--- src/logic/xbus_pkg.sv ---
// Xbus common types
package xbus_pkg;

   // word address and data widths
   localparam int XBUS_ADDR_W = 22;
   localparam int XBUS_DATA_W = 32;

   // a bus word address
   typedef logic [XBUS_ADDR_W-1:0] xbus_addr_t;

   // a bus data word
   typedef logic [XBUS_DATA_W-1:0] xbus_data_t;

   // returned for locations with nothing behind them,
   // both nonexistent memory and ram above the implemented size
   localparam xbus_data_t XBUS_NXM_DATA = '1;

endpackage
--- src/logic/xbus_map_pkg.sv ---
// Xbus address map
package xbus_map_pkg;

   import xbus_pkg::*;

   // ram decodes everything below this word address
   localparam xbus_addr_t RAM_DECODE_LIMIT = 22'o11000000;

   // control block, eight words
   localparam xbus_addr_t CTL_BASE = 22'o17773000;
   localparam int CTL_SPAN_BITS = 3;

   // register offsets within the control block
   // offsets 3 to 7 are unused and read zero
   typedef enum logic [CTL_SPAN_BITS-1:0] {
      CTL_SCRATCH = 3'd0,
      CTL_TIMER   = 3'd1,
      CTL_STATUS  = 3'd2
   } ctl_reg_e;

endpackage

--- src/logic/xbus_if.sv ---
// Xbus slave connection
interface xbus_if
   import xbus_pkg::*;
   ();

   // request side, from the join
   xbus_addr_t addr;
   xbus_data_t datain;
   logic       write;
   logic       req;

   // response side, from the slave
   xbus_data_t dataout;
   logic       ack;
   logic       decode;

   modport master (
      output addr,
      output datain,
      output write,
      output req,
      input  dataout,
      input  ack,
      input  decode
   );

   modport slave (
      input  addr,
      input  datain,
      input  write,
      input  req,
      output dataout,
      output ack,
      output decode
   );

endinterface

--- src/logic/xbus_ctl.sv ---
// Xbus control registers
module xbus_ctl
   import xbus_pkg::*, xbus_map_pkg::*;
(
   input logic   clk,
   input logic   reset,
   xbus_if.slave bus
);

   xbus_data_t scratch;
   xbus_data_t timer;
   logic       expired;

   logic       ack_q;
   logic       served;
   logic       start;
   logic       wr_scratch;
   logic       wr_timer;
   logic       wr_status;
   ctl_reg_e   reg_sel;

   // eight words at the control base
   assign bus.decode = (bus.addr[XBUS_ADDR_W-1:CTL_SPAN_BITS] ==
                        CTL_BASE[XBUS_ADDR_W-1:CTL_SPAN_BITS]);

   assign reg_sel = ctl_reg_e'(bus.addr[CTL_SPAN_BITS-1:0]);

   // take each request once, even if req is held past ack
   assign start = bus.req & bus.decode & ~ack_q & ~served;

   assign wr_scratch = start & bus.write & (reg_sel == CTL_SCRATCH);
   assign wr_timer   = start & bus.write & (reg_sel == CTL_TIMER);
   assign wr_status  = start & bus.write & (reg_sel == CTL_STATUS);

   always_ff @(posedge clk)
   begin
      if (reset)
      begin
         ack_q  <= 1'b0;
         served <= 1'b0;
      end
      else
      begin
         ack_q  <= start;
         // held until req drops
         served <= bus.req & (served | ack_q);
      end
   end

   assign bus.ack = ack_q;

   always_ff @(posedge clk)
   begin
      if (reset)
         scratch <= '0;
      else if (wr_scratch)
         scratch <= bus.datain;
   end

   // interval timer, counts down to zero and flags expiry
   always_ff @(posedge clk)
   begin
      if (reset)
      begin
         timer   <= '0;
         expired <= 1'b0;
      end
      else if (wr_timer)
      begin
         timer   <= bus.datain;
         expired <= 1'b0;
      end
      else
      begin
         if (timer != '0)
            timer <= timer - 1'b1;
         // a status write wins over a flag set in the same cycle
         if (wr_status)
            expired <= 1'b0;
         else if (timer == xbus_data_t'(1))
            expired <= 1'b1;
      end
   end

   always_comb
   begin
      case (reg_sel)
         CTL_SCRATCH: bus.dataout = scratch;
         CTL_TIMER:   bus.dataout = timer;
         CTL_STATUS:  bus.dataout = {{(XBUS_DATA_W-1){1'b0}}, expired};
         default:     bus.dataout = '0;
      endcase
   end

endmodule

--- src/flat_wrapper.sv ---
// flat-port wrapper written by rule: the top's interface ports become plain ports
module xbus_ctl_flat import xbus_pkg::*, xbus_map_pkg::*;
  (clk, reset, bus_addr, bus_datain, bus_write, bus_req, bus_dataout, bus_ack, bus_decode);
  xbus_if bus_i ();
  input logic clk;
  input logic reset;
  input wire logic [$bits(bus_i.addr)-1:0] bus_addr;
  input wire logic [$bits(bus_i.datain)-1:0] bus_datain;
  input wire logic [$bits(bus_i.write)-1:0] bus_write;
  input wire logic [$bits(bus_i.req)-1:0] bus_req;
  output wire logic [$bits(bus_i.dataout)-1:0] bus_dataout;
  output wire logic [$bits(bus_i.ack)-1:0] bus_ack;
  output wire logic [$bits(bus_i.decode)-1:0] bus_decode;
  assign bus_i.addr = bus_addr;
  assign bus_i.datain = bus_datain;
  assign bus_i.write = bus_write;
  assign bus_i.req = bus_req;
  assign bus_dataout = bus_i.dataout;
  assign bus_ack = bus_i.ack;
  assign bus_decode = bus_i.decode;
  xbus_ctl u_core (.clk(clk), .reset(reset), .bus(bus_i));
endmodule
--- config.mk ---
export PLATFORM = sky130hd
export DESIGN_NAME = xbus_ctl_flat
export DESIGN_NICKNAME = d
export VERILOG_FILES = /design/src/logic/xbus_pkg.sv /design/src/logic/xbus_map_pkg.sv /design/src/logic/xbus_if.sv /design/src/logic/xbus_ctl.sv /design/src/flat_wrapper.sv
export SDC_FILE = /design/constraint.sdc
export NUM_CORES = 1
export LEC_CHECK = 0
export BUFFER_PORTS_ARGS = -buffer_cell sky130_fd_sc_hd__buf_2
export CAP_MARGIN = 5
export CORE_UTILIZATION = 45
export DETAILED_ROUTE_END_ITERATION = 10
export PLACE_DENSITY = 0.7
export SETUP_SLACK_MARGIN = 0.2
export SYNTH_ARGS = -nofsm -noshare
export SYNTH_HDL_FRONTEND = slang
export SYNTH_SLANG_ARGS = --single-unit
--- constraint.sdc ---
create_clock -name clk -period 3.45 [get_ports clk]
set_clock_uncertainty 0.2 [all_clocks]
set_input_delay 0.69 -clock clk [delete_from_list [all_inputs] [get_ports clk]]
set_output_delay 0.69 -clock clk [all_outputs]
set_load 0.1 [all_outputs]
Yosys cells after proc, flatten, opt, wreduce, memory -nomap -nowiden
Cells that the tools add are included.
- mux-type cells: 3
- reduce and logical (&&, ||, !) cells: 4
- add/subtract/negate cells: 1
- equality and inequality tests: 4
- bitwise operators: 11
- operators by type and width (kind ; count):
    one-hot mux 32 bit (3 select lines) ; 1
    2-to-1 mux 32 bit ; 2
    equality test 32 x 1 -> 1 bit, second input constant ; 1
    nonzero test 32 bit ; 1
    subtractor 32 x 1 -> 32 bit, second input constant ; 1
    equality test 19 bit, second input constant ; 1
    AND 1 bit ; 8
    equality test 3 x 1 -> 1 bit, second input constant ; 1
    equality test 3 x 2 -> 1 bit, second input constant ; 1
    zero test 3 bit ; 1
    OR reduction 3 bit ; 1
    NOT 1 bit ; 2
    nonzero test 2 bit ; 1
    bitwise OR 1 bit ; 1
- logic and storage cells: 28
- bits in registers: 67
- output and inout port bits: 34
- input port bits: 58

Logic depth before layout (Yosys ltp)
- depth after elaboration: 7
- gate-level depth with buffers: 9
- depth with buffers taken out: 8

Worst setup path after synthesis
OpenSTA, ideal clock, no wires.
- path kind: input port to output port
- start point: input port bus_addr[4]
- end point: output port bus_decode
- path buffers: 0
- arrival: 4.235 ns
- cell stages on the path: 3
- slack: -1.675 ns
- cells stage by stage: nor4_1 > nand2_1 > nor4_1
- word-level cells in the longest chain between the ends: 1
- ends and longest elaborated chain (element ; line ; text):
    from (decl) ; flat_wrapper.sv:7 ; input wire logic [$bits(bus_i.addr)-1:0] bus_addr;
    equality test 19 bit ; xbus_ctl.sv:23 ; assign bus.decode = (bus.addr[XBUS_ADDR_W-1:CTL_SPAN_BITS] ==
    to (decl) ; flat_wrapper.sv:13 ; output wire logic [$bits(bus_i.decode)-1:0] bus_decode;
No other way between the ends.

Worst setup path in the final report
- start point: register u_core.timer[10]
- end point: register u_core.timer[24]
- word-level cells in the longest chain between the ends: 3
- ends and longest elaborated chain (element ; line ; text):
    from (decl) ; xbus_ctl.sv:11 ; xbus_data_t timer;
    from (signal assigned) ; xbus_ctl.sv:70 ; timer <= bus.datain;
    from (signal assigned) ; xbus_ctl.sv:76 ; timer <= timer - 1'b1;
    subtractor 32 x 1 -> 32 bit ; xbus_ctl.sv:76 ;
    2-to-1 mux 32 bit ; xbus_ctl.sv:75 ; if (timer != '0)
    2-to-1 mux 32 bit ; xbus_ctl.sv:68 ; else if (wr_timer)
Several ways; a longest one is shown, not always the timed one. The select of a mux whose other input is x is not followed.
A chain may end at the register's enable or synchronous reset.

==> reports/results.tsv <==
stage	metric	value	unit
sta	finalSetupTns	0	ns
sta	post-route-period-util	84.70	%
route	drc	0	
sta	whs	0.2537	ns
finish	fin_area	0.004681	mm2
placed_design	place_hpwl	6.333	mm
clock_network	cts_sinks	67	
setup_path	cp.required	3.49	ns
logic_synthesis	synthTopCellsByCount	nand2_1, dfxtp_1, a21oi_1	
global_routing	antenna_found_initial	0	
setup_path	crit_fanout	12	
route	drt_iter0_drc	195	
route	via_count	3385	
setup_path	path_cells	or4_4, or4_1, nor4_4, or3_1, buf_4, o2bb2ai_1	
clock_network	cts_hold_buf	0	
logic_synthesis	ys_warn_count	0	
global_routing	grt_max_degree	36	
placed_design	dpl.cell_count	592	
logic_synthesis	netlist_area	0.003384	mm2
logic_synthesis	synthTopCellsByArea	dfxtp_1, nand2_1, a22o_1, a21oi_1, xnor2_1	
clock_network	clock_path_buffers	2	
logic_synthesis	synth-edff-count	0	
power_and_ir_drop	vdd_drop_max	350.9	uV
setup_path	cpMaxStageDelayCell	or4_1	
route	wl	8.984	mm
clock_network	cts_resized	0	
logic_synthesis	syn_area_per_cell	8.116	um2
global_routing	grt_use_total	24.30	%
setup_path	endpoint_kind	flip-flop	
clock_network	root_buffer	clkbuf_8	
run	drv_cap	0	
setup_path	crit_type	flip-flop to flip-flop	
worst_hold_path	hold_path_class	flip-flop to flip-flop	
sta	tightest_slew	0.6424	ns
sta	max-slew-margin-rel	57.08	%
finish	fin_nets	565	
finish	layout.cells.non_filler	608	
logic_synthesis	async_flop_share	0	%
clock_network	post_cts_buffers	0	
logic_synthesis	yosysMostFrequentCell	nand2_1	
die	core_area	0.007253	mm2
power_and_ir_drop	finalPower	3.368	mW
logic_synthesis	ys_seq_area_share	39.63	%
die	num_rows	31	
placed_design	place_congestion	0.8631	
sta	setup_violations	0	
finish	drive_gt1_share	25.34	%
logic_synthesis	syn_inst	417	
setup_path	cp-start-kind	flip-flop	
sta	hold_viol	0	
setup_path	max_stage_delay	0.60	ns
sta	max_freq	342.2	MHz
route	wl_per_cell	14.78	um
die	floorplan.initialDensity	46.66	%
clock_network	clk_pin_slew	0.07	ns
finish	diodes	0	
logic_synthesis	synthDominantCellAreaShare	39.63	%
logic_synthesis	yosys_most_used_dff	dfxtp_1	
die	die_w	88.73	um
route	vias_per_cell	5.567	
placed_design	placed_area	0.004472	mm2
sta	rsz0062_at_grt	false	
global_routing	grt_pass1_wl	14.61	mm
die	die-area	0.007872	mm2
placed_design	portBuffers	91	
clock_network	htree_num_levels	3	
finish	syn_to_final_growth	38.30	%
die	ios	92	
worst_hold_path	min_delay_path_depth	2	
logic_synthesis	synth_top_cell_by_area	dfxtp_1	
sta	fin_crit	2.922	ns
clock_network	numCtsBuffers	9	
logic_synthesis	yosys_register_bits	67	
finish	fill_cells	635	
route	first_pass_iters	4	
power_and_ir_drop	p_per_area	719.6	mW/mm2
logic_synthesis	synthDistinctLibCells	42	
global_routing	grt_remaining_overflow	0	
run_status	status	finished, final reports clean	
setup_path	worstRegToRegCells	6	
clock_network	cts_tree	done	
logic_synthesis	synthesis.nets	478	
power_and_ir_drop	power_leakage	1.847	nW
sta	slew_viol_final	0	
setup_path	arrival	2.96	ns
clock_network	clk_latency	0.35	ns
route	detail-route-antenna-nets	0	
die	die_h	88.73	um
global_routing	grt_pass1_vias	3277	
[cell usage in the layout, fill, tap and decap left out, types with 20 or more instances in the layout]
master and n:
nand2_1 79, dfxtp_1 67, buf_2 59, a21oi_1 45
buf_12 33, a22o_1 30, nor2_1 26, xnor2_1 22
nor3_1 20
[metrics by stage]
step           util [%]  worst slack (ns)
2_1_floorplan         -            0.1056
3_3_place_gp      61.65            0.5146
3_5_place_dp      61.65            0.4666
4_1_cts           64.53            0.5258
5_1_grt           64.53            0.3652
6_report          64.53            0.5277
[layout make-up]
class,instances,area [um2],share of cell area [%]
well taps,99,123.9,2.646
clock inverters,5,77.57,1.657
inverters,9,33.78,0.7217
clock buffers,11,131.4,2.807
multi-input cells,312,1919,41.01
repair buffers,105,1054,22.51
flip-flops and latches,67,1341,28.66
[final timing paths]
path                           start  slack (ns)                 end
hold / removal    u_core.scratch[26]        0.25  u_core.scratch[26]
setup / recovery    u_core.timer[10]        0.53    u_core.timer[24]
hold reg to reg   u_core.scratch[26]        0.25  u_core.scratch[26]
setup reg to reg    u_core.timer[10]        0.53    u_core.timer[24]
[state kept, by name, summed over array words and instances (netlist names)]
| name | flops |
|---|---|
| u_core.scratch | 32 |
| u_core.served | 1 |
| u_core.expired | 1 |
| u_core.timer | 32 |
| u_core.bus.ack | 1 |
[metal layers]
layer	routed length (um)	part of all wire, %	vias to the layer above	track usage [%]
li1	-	-	1666	-
met1	3909	44	1615	28.21
met2	4514	50	86	42.31
met3	360	4.0	18	4.198
met4	199	2.2	0	13.64
met5	0	0	-	0
[logic make-up after synthesis]
family,share of synthesized area (%)
mux,0.5915
simple gates,25.06
xor+xnor,7.763
fa+ha+maj,1.109
buf+inv,4.953
flops,39.63
compound gates,20.89
[power by group]
part	switching (mW)	leakage (nW)	internal (mW)	total [mW]
clock network	0.290	0.103	0.405	0.695
logic	0.881	1.20	0.664	1.55
registers	0.201	0.543	0.927	1.13
[critical path: cells and delay by family (launching register included)]
| kind | cells | cell delay (ns) |
|---|---|---|
| compound gates | 1 | 0.07 |
| buf+inv | 1 | 0.24 |
| simple gates | 4 | 1.93 |
| flops | 1 | 0.38 |
Power figures use the tool's default switching activity.
