===== config.mk =====
export PLATFORM = sky130hd
export DESIGN_NAME = xbus_join_flat
export DESIGN_NICKNAME = d
export VERILOG_FILES = /design/src/logic/xbus_pkg.sv /design/src/logic/xbus_if.sv /design/src/logic/xbus_join.sv /design/src/flat_wrapper.sv
export SDC_FILE = /design/constraint.sdc
export NUM_CORES = 1
export LEC_CHECK = 0
export BUFFER_PORTS_ARGS = -buffer_cell sky130_fd_sc_hd__buf_4
export CAP_MARGIN = 20
export CORE_AREA = 2 2 106 108
export CTS_CLUSTER_DIAMETER = 60
export DETAILED_ROUTE_END_ITERATION = 8
export DIE_AREA = 0 0 108 110
export MAX_ROUTING_LAYER = met4
export PLACE_DENSITY = 0.5
export SLEW_MARGIN = 5
export SYNTH_ARGS = -nofsm -noshare
export SYNTH_HDL_FRONTEND = slang
export SYNTH_SLANG_ARGS = --single-unit

===== constraint.sdc =====
create_clock -name clk -period 2 [get_ports clk]
set_clock_uncertainty 0.05 [all_clocks]
set_input_delay 0.6 -clock clk [delete_from_list [all_inputs] [get_ports clk]]
set_output_delay 0.6 -clock clk [all_outputs]
set_load 0.02 [all_outputs]

===== src/logic/xbus_pkg.sv =====
// Xbus common types
package xbus_pkg;

   // word address and data widths
   localparam int XBUS_ADDR_W = 22;
   localparam int XBUS_DATA_W = 32;

   // a bus word address
   typedef logic [XBUS_ADDR_W-1:0] xbus_addr_t;

   // a bus data word
   typedef logic [XBUS_DATA_W-1:0] xbus_data_t;

   // returned for locations with nothing behind them,
   // both nonexistent memory and ram above the implemented size
   localparam xbus_data_t XBUS_NXM_DATA = '1;

endpackage

===== src/logic/xbus_if.sv =====
// Xbus slave connection
interface xbus_if
   import xbus_pkg::*;
   ();

   // request side, from the join
   xbus_addr_t addr;
   xbus_data_t datain;
   logic       write;
   logic       req;

   // response side, from the slave
   xbus_data_t dataout;
   logic       ack;
   logic       decode;

   modport master (
      output addr,
      output datain,
      output write,
      output req,
      input  dataout,
      input  ack,
      input  decode
   );

   modport slave (
      input  addr,
      input  datain,
      input  write,
      input  req,
      output dataout,
      output ack,
      output decode
   );

endinterface


===== src/logic/xbus_join.sv =====
// Xbus slave join
module xbus_join
   import xbus_pkg::*;
#(
   parameter int NXM_TIMEOUT = 4
)
(
   input  logic       clk,
   input  logic       reset,
   input  xbus_addr_t addr,
   input  xbus_data_t datain,
   input  logic       req,
   input  logic       write,
   output xbus_data_t dataout,
   output logic       ack,
   output logic       bus_error,
   xbus_if.master     ram,
   xbus_if.master     ctl
);

   localparam int CNT_W = $clog2(NXM_TIMEOUT + 1);

   logic [CNT_W-1:0] nxm_count;
   logic             nxm_ack;
   logic             any_decode;

   // same request to every slave, each decodes for itself
   assign ram.addr   = addr;
   assign ram.datain = datain;
   assign ram.write  = write;
   assign ram.req    = req;

   assign ctl.addr   = addr;
   assign ctl.datain = datain;
   assign ctl.write  = write;
   assign ctl.req    = req;

   assign any_decode = ram.decode | ctl.decode;

   // nonexistent memory timeout
   // counter saturates so a held req gets one ack only
   always_ff @(posedge clk)
   begin
      if (reset)
      begin
         nxm_count <= '0;
         nxm_ack   <= 1'b0;
      end
      else if (!req)
      begin
         nxm_count <= '0;
         nxm_ack   <= 1'b0;
      end
      else
      begin
         if (!any_decode && nxm_count != CNT_W'(NXM_TIMEOUT))
            nxm_count <= nxm_count + 1'b1;
         nxm_ack <= ~any_decode & (nxm_count == CNT_W'(NXM_TIMEOUT - 1));
      end
   end

   // ram first, then control, then the timeout path
   always_comb
   begin
      if (ram.decode)
      begin
         ack     = ram.ack;
         dataout = ram.dataout;
      end
      else if (ctl.decode)
      begin
         ack     = ctl.ack;
         dataout = ctl.dataout;
      end
      else
      begin
         ack     = nxm_ack;
         dataout = XBUS_NXM_DATA;
      end
   end

   assign bus_error = nxm_ack & ~any_decode;

endmodule


===== src/flat_wrapper.sv =====
// flat-port wrapper written by rule: the top's interface ports become plain ports
module xbus_join_flat import xbus_pkg::*;
#(
   parameter int NXM_TIMEOUT = 4
)
  (clk, reset, addr, datain, req, write, dataout, ack, bus_error, ram_addr, ram_datain, ram_write, ram_req, ram_dataout, ram_ack, ram_decode, ctl_addr, ctl_datain, ctl_write, ctl_req, ctl_dataout, ctl_ack, ctl_decode);
  xbus_if ram_i ();
  xbus_if ctl_i ();
  input  logic clk;
  input  logic reset;
  input  xbus_addr_t addr;
  input  xbus_data_t datain;
  input  logic req;
  input  logic write;
  output xbus_data_t dataout;
  output logic ack;
  output logic bus_error;
  output wire logic [$bits(ram_i.addr)-1:0] ram_addr;
  output wire logic [$bits(ram_i.datain)-1:0] ram_datain;
  output wire logic [$bits(ram_i.write)-1:0] ram_write;
  output wire logic [$bits(ram_i.req)-1:0] ram_req;
  input wire logic [$bits(ram_i.dataout)-1:0] ram_dataout;
  input wire logic [$bits(ram_i.ack)-1:0] ram_ack;
  input wire logic [$bits(ram_i.decode)-1:0] ram_decode;
  output wire logic [$bits(ctl_i.addr)-1:0] ctl_addr;
  output wire logic [$bits(ctl_i.datain)-1:0] ctl_datain;
  output wire logic [$bits(ctl_i.write)-1:0] ctl_write;
  output wire logic [$bits(ctl_i.req)-1:0] ctl_req;
  input wire logic [$bits(ctl_i.dataout)-1:0] ctl_dataout;
  input wire logic [$bits(ctl_i.ack)-1:0] ctl_ack;
  input wire logic [$bits(ctl_i.decode)-1:0] ctl_decode;
  assign ram_addr = ram_i.addr;
  assign ram_datain = ram_i.datain;
  assign ram_write = ram_i.write;
  assign ram_req = ram_i.req;
  assign ram_i.dataout = ram_dataout;
  assign ram_i.ack = ram_ack;
  assign ram_i.decode = ram_decode;
  assign ctl_addr = ctl_i.addr;
  assign ctl_datain = ctl_i.datain;
  assign ctl_write = ctl_i.write;
  assign ctl_req = ctl_i.req;
  assign ctl_i.dataout = ctl_dataout;
  assign ctl_i.ack = ctl_ack;
  assign ctl_i.decode = ctl_decode;
  xbus_join #(.NXM_TIMEOUT(NXM_TIMEOUT)) u_core (.clk(clk), .reset(reset), .addr(addr), .datain(datain), .req(req), .write(write), .dataout(dataout), .ack(ack), .bus_error(bus_error), .ram(ram_i), .ctl(ctl_i));
endmodule

# Word level (Yosys, flattened, before mapping)
# Cells that the tools add are included.
# classes
addsub	1
mux	4
reduce_logical	3
n_bitwise	5
n_eq_ne	2
# op_table
cell	n
2-to-1 mux 32 bit	2
adder 3 x 1 -> 3 bit, second input constant	1
== test 3 x 2 -> 1 bit, second input constant	1
inequality test 3 bit, second input constant	1
bitwise AND 1 bit	2
2-to-1 mux 1 bit	2
inverter 1 bit	2
OR reduction 2 bit	1
logical AND 1 bit	1
zero test 1 bit	1
bitwise OR 1 bit	1
# word_totals
elab_cells	17
ff_bits	4
input_bits	126
out_inout_bits	146

# Depth between registers and ports, before layout
# logic_depth
ltp_word	3
depth_mapped	4
depth_no_buf	4

# Worst setup path after synthesis
# Ideal clock, no wire load.
# synth_path
kind	input to output
startpoint	in ctl_decode
endpoint	out dataout[10]
t_required_ns	1.350
arrival_ns	1.396
setup_slack_ns	-0.046
cell_stages	4
path_cell_list	buf_6 nand2b_1 buf_4 a2bb2oi_1
# synth_via
elab_chain_cells	2
# synth_lines
item	line	rtl
from (decl)	flat_wrapper.sv:31	input wire logic [$bits(ctl_i.decode)-1:0] ctl_decode;
2-to-1 mux 32 bit	xbus_join.sv:70	else if (ctl.decode)
2-to-1 mux 32 bit	xbus_join.sv:65	if (ram.decode)
to (decl)	flat_wrapper.sv:15	output xbus_data_t dataout;
# Every way passes these cells.

# Final worst setup path
# layout_path
startpoint	in ram_decode
endpoint	out dataout[5]
# layout_via
elab_chain_cells	1
# layout_lines
item	line	rtl
from (decl)	flat_wrapper.sv:24	input wire logic [$bits(ram_i.decode)-1:0] ram_decode;
2-to-1 mux 32 bit	xbus_join.sv:65	
# Every way passes these cells.

==> results.txt <==
The post-layout minimum cycle time is 2.02 ns. The fraction of power consumed by combinational cells was 65.6%; the met3 wire length was 465 µm. Worst endpoint required time: 1.35 ns. The slowest stage of the critical path belongs to the cell sky130_fd_sc_hd__nand2b_4. After floorplanning, the core was divided into 38 placement rows.

The net load switching power is 244 µW, and the ratio of final minimum period to clock period is 101%. The sum of net half-perimeters after detailed placement is 3.61 mm, and the number of pins exceeding their max-slew limit in the final report is 0. Cells fill 19.9% of the core in the end. After clock tree synthesis, the clock-pin slew on the worst setup and hold paths is 0.03 ns. The most used flip-flop cell after synthesis is sky130_fd_sc_hd__dfxtp_1. Yosys attributes the largest share of cell area to sky130_fd_sc_hd__buf_4 52%, sky130_fd_sc_hd__a2bb2oi_2 18%, sky130_fd_sc_hd__inv_1 7.8%, sky130_fd_sc_hd__a2bb2oi_1 5.7%, sky130_fd_sc_hd__dfxtp_1 4.8%. For this block, the initial DRC count from the detailed router was 27.

The net count of the mapped netlist came out at 341. Of all nets on the critical path, the largest fanout is 7. The post-route netlist has 70.6% of its cells at a drive strength greater than 1. The tools report the startpoint kind of the worst setup timing path as an input port. Class of the tightest hold or removal check: flip-flop to flip-flop.

Top-level I/O count: 272. The layout has 1187 filler cells. The via density per instance is 3.42, and the count of endpoints failing setup in the final report is 12.

The logs give -0.0238 ns for the worst-case setup margin in the final layout and 0 for the number of hold violations in the final report. The tools report the post-detailed-route DRC marker count as 0. The routed design uses 2.22 mm of met2 wire. The detailed router placed 1202 vias in this run.

The run gives 0 as the count of warnings emitted by yosys. The clock share of power came out at 23.3%. The later pin in the worst-skew pair is clocked with a latency of 0.22 ns. Routability-driven placement finished with a final weighted congestion of 0.630. The finished cells cover 2130 µm². Summing all placed instances gives a cell area of 1850 µm². The number of enable-type register cells in the synthesized netlist is 0, and the post-route met1 wirelength is 1.63 mm. The class of the most critical setup path is input port to output port. Registers take 80.1 µm². For this run, the register share of the synthesized area comes to 4.75%. TritonCTS built the clock tree. Based on the critical path, the design can be clocked at up to 0.494 GHz. The run gives 0.451 ns as the worst hold slack. Each instance of the synthesized netlist takes up on average 7.95 µm². Setup repair after global routing could not meet its margin everywhere.

The initial cell density of the core came out at 15.8%. The first global-routing pass estimated 6.11 mm of wire. The flow ran to the end, but the final reports show violations. The overall die height was 110 µm; the number of iterations in the first detailed-routing pass was 3. The share of synthesized flip-flops with an asynchronous set or reset is 0%, and the worst vdd rail ir drop is 0.000331 V. The number of synthesized register bits is 4. Cell type contributing the most total cell area after synthesis: sky130_fd_sc_hd__buf_4.

The leakage dissipation was 0.00104 µW; the overall die area was 11900 µm². The worst setup path is captured at an output port. For the pin with the worst max-slew slack, the measured transition is 0.249 ns.

For this design, the CTS-stage hold fixing added 0 buffers. The logs give 4.46 mm for the total wirelength of the detailed-routed design and 1231 for the number of global-route vias before repair. The net count of the finished layout is 342.

Counting every instance in the synthesized netlist gives 212. The area of the core region was 10700 µm²; the initial antenna violation count was 0. The repair_antennas step left the layout with diodes totalling 0. The highest layer touched by signal routing is met4.

Of the total power, registers draw 11.2%. The count of port buffers added during placement is 106. The critical path goes through buf_8 -> nand2b_4 -> clkbuf_16 -> a2bb2oi_2 -> buf_4.

Summing all multi-input logic gate instances after layout gives 667 µm². In this run the horizontal extent of the chip is 108 µm. The sink count of the clock tree is 4, and the depth of the worst register-to-register path is 4. In this run the biggest area consumer among cell types represents 51.7% of the synthesized area.

In the final timing run, aggregate negative setup slack is -0.101 ns. Relative area change from synthesis to final layout: 26.4%. The longest clock path from root to sink contains 2 buffers. The tools report the final antenna-violating net count as 0. Cell internal power was estimated by the tool at 492 µW. For the post-synth design cell area, the log shows 1690 µm². The tree is rooted in a sky130_fd_sc_hd__clkbuf_8.

Dividing the detail-routed wire length by the instance count gives 12.7 µm. Among all cell types in the netlist, the one instantiated most often is sky130_fd_sc_hd__buf_4. The number of H-tree levels was 1; the relative slew slack was 83.1%. STA puts the critical path data arrival time at 1.37 ns. Power comes to 736 µW. The worst hold path passes through 2 cells. The number of distinct library cells after synthesis is 20, and the number of max-cap violations is 0. The logs give 16 for the largest net degree at the start of global routing and 0 for the leftover overflow at the end of global routing. The final reports fail on negative setup slack. Global routing consumed, over all layers together, 6.57% of the routing resources. For this design the ratio of total power to cell area is 346 nW/µm².

Counting instances in the post-synthesis netlist gives the leading cell types as 116 x sky130_fd_sc_hd__buf_4, 35 x sky130_fd_sc_hd__inv_1, 20 x sky130_fd_sc_hd__a2bb2oi_2. Clock tree synthesis inserted a total of 3 buffers. The largest stage delay on the critical path is 0.20 ns, and the switching share of total power is 33.1%.
flip-flops by register name (all words and copies together) (netlist names):
| name | count |
|---|---|
| u_core.nxm_count | 3 |
| u_core.nxm_ack | 1 |
what timing repair did:
| item | in CTS | in global routing |
|---|---|---|
| cloned | 1 | 1 |
| buffers inserted | 1 | 0 |
| pin swaps | 1 | 1 |
| endpoints found under the setup margin | 31 | 31 |
| endpoints found under the hold margin | 0 | 0 |
| resized for setup | 14 | 23 |
path summary, 6_finish.rpt:
kind	start	to	slack [ns]
setup / recovery	ram_decode	dataout[5]	-0.02
hold / removal	u_core.nxm_count[2]	u_core.nxm_count[2]	0.45
setup reg to reg	u_core.nxm_count[0]	u_core.nxm_count[2]	0.63
hold reg to reg	u_core.nxm_count[2]	u_core.nxm_count[2]	0.45
critical path: cells and delay by family:
| family | cells | cell delay (ns) |
|---|---|---|
| buffers and inverters | 3 | 0.45 |
| and+or+nand+nor | 1 | 0.20 |
| AOI/OAI and AO/OA | 1 | 0.13 |
cell families (layout without fill, tap and decap cells):
| logic type | count (synthesis) | after routing | share of synthesized area, % |
|---|---|---|---|
| buf+inv | 155 | 154 | 61.0 |
| compound gates | 36 | 36 | 25.6 |
| fa+ha+maj | 3 | 3 | 2.23 |
| flops | 4 | 4 | 4.75 |
| mux | 3 | 3 | 1.78 |
| simple gates | 11 | 11 | 4.60 |
per-stage QoR:
stage	setup WS [ns]	cells
floorplan	-0.0463	212
CTS	-0.0338	350
global route	-0.0571	351
finish	-0.0238	351
global placement	-0.0624	345
detailed placement	-0.0780	345
per-layer routing:
layer | vias up | GRT usage (%)
met5 | - | -
met1 | 539 | 7.45
met4 | 0 | 2.75
met2 | 75 | 10.4
met3 | 22 | 2.53
li1 | 566 | -
cell type report:
cell class | count | area share [%]
multi-input combinational | 53 | 31.3
tap | 140 | 8.22
inverter | 35 | 6.17
timing repair buffer | 116 | 48.6
clock buffer | 3 | 1.94
sequential | 4 | 3.76
layout by cell type, fill, tap and decap left out, types with 2 or more instances in the layout:
cell type                    n
sky130_fd_sc_hd__buf_4      88
sky130_fd_sc_hd__inv_1      35
sky130_fd_sc_hd__a2bb2oi_2  24
sky130_fd_sc_hd__buf_6      22
sky130_fd_sc_hd__a2bb2oi_1   4
sky130_fd_sc_hd__dfxtp_1     4
sky130_fd_sc_hd__a2bb2oi_4   3
sky130_fd_sc_hd__mux2i_1     3
sky130_fd_sc_hd__nand3b_1    3
sky130_fd_sc_hd__ha_1        3
sky130_fd_sc_hd__clkbuf_8    3
sky130_fd_sc_hd__buf_12      3
sky130_fd_sc_hd__a21oi_1     2
power groups by stage:
stage / combinational (µW) / clock [µW] / sequential [µW]
after floorplan: 524 / 0 / 83.0
after global placement: 416 / 0 / 83.1
after detailed placement: 421 / 0 / 83.2
after CTS: 448 / 175 / 82.1
after global routing: 512 / 185 / 82.2
final: 483 / 171 / 82.1
(Power assumes the default switching activity.)
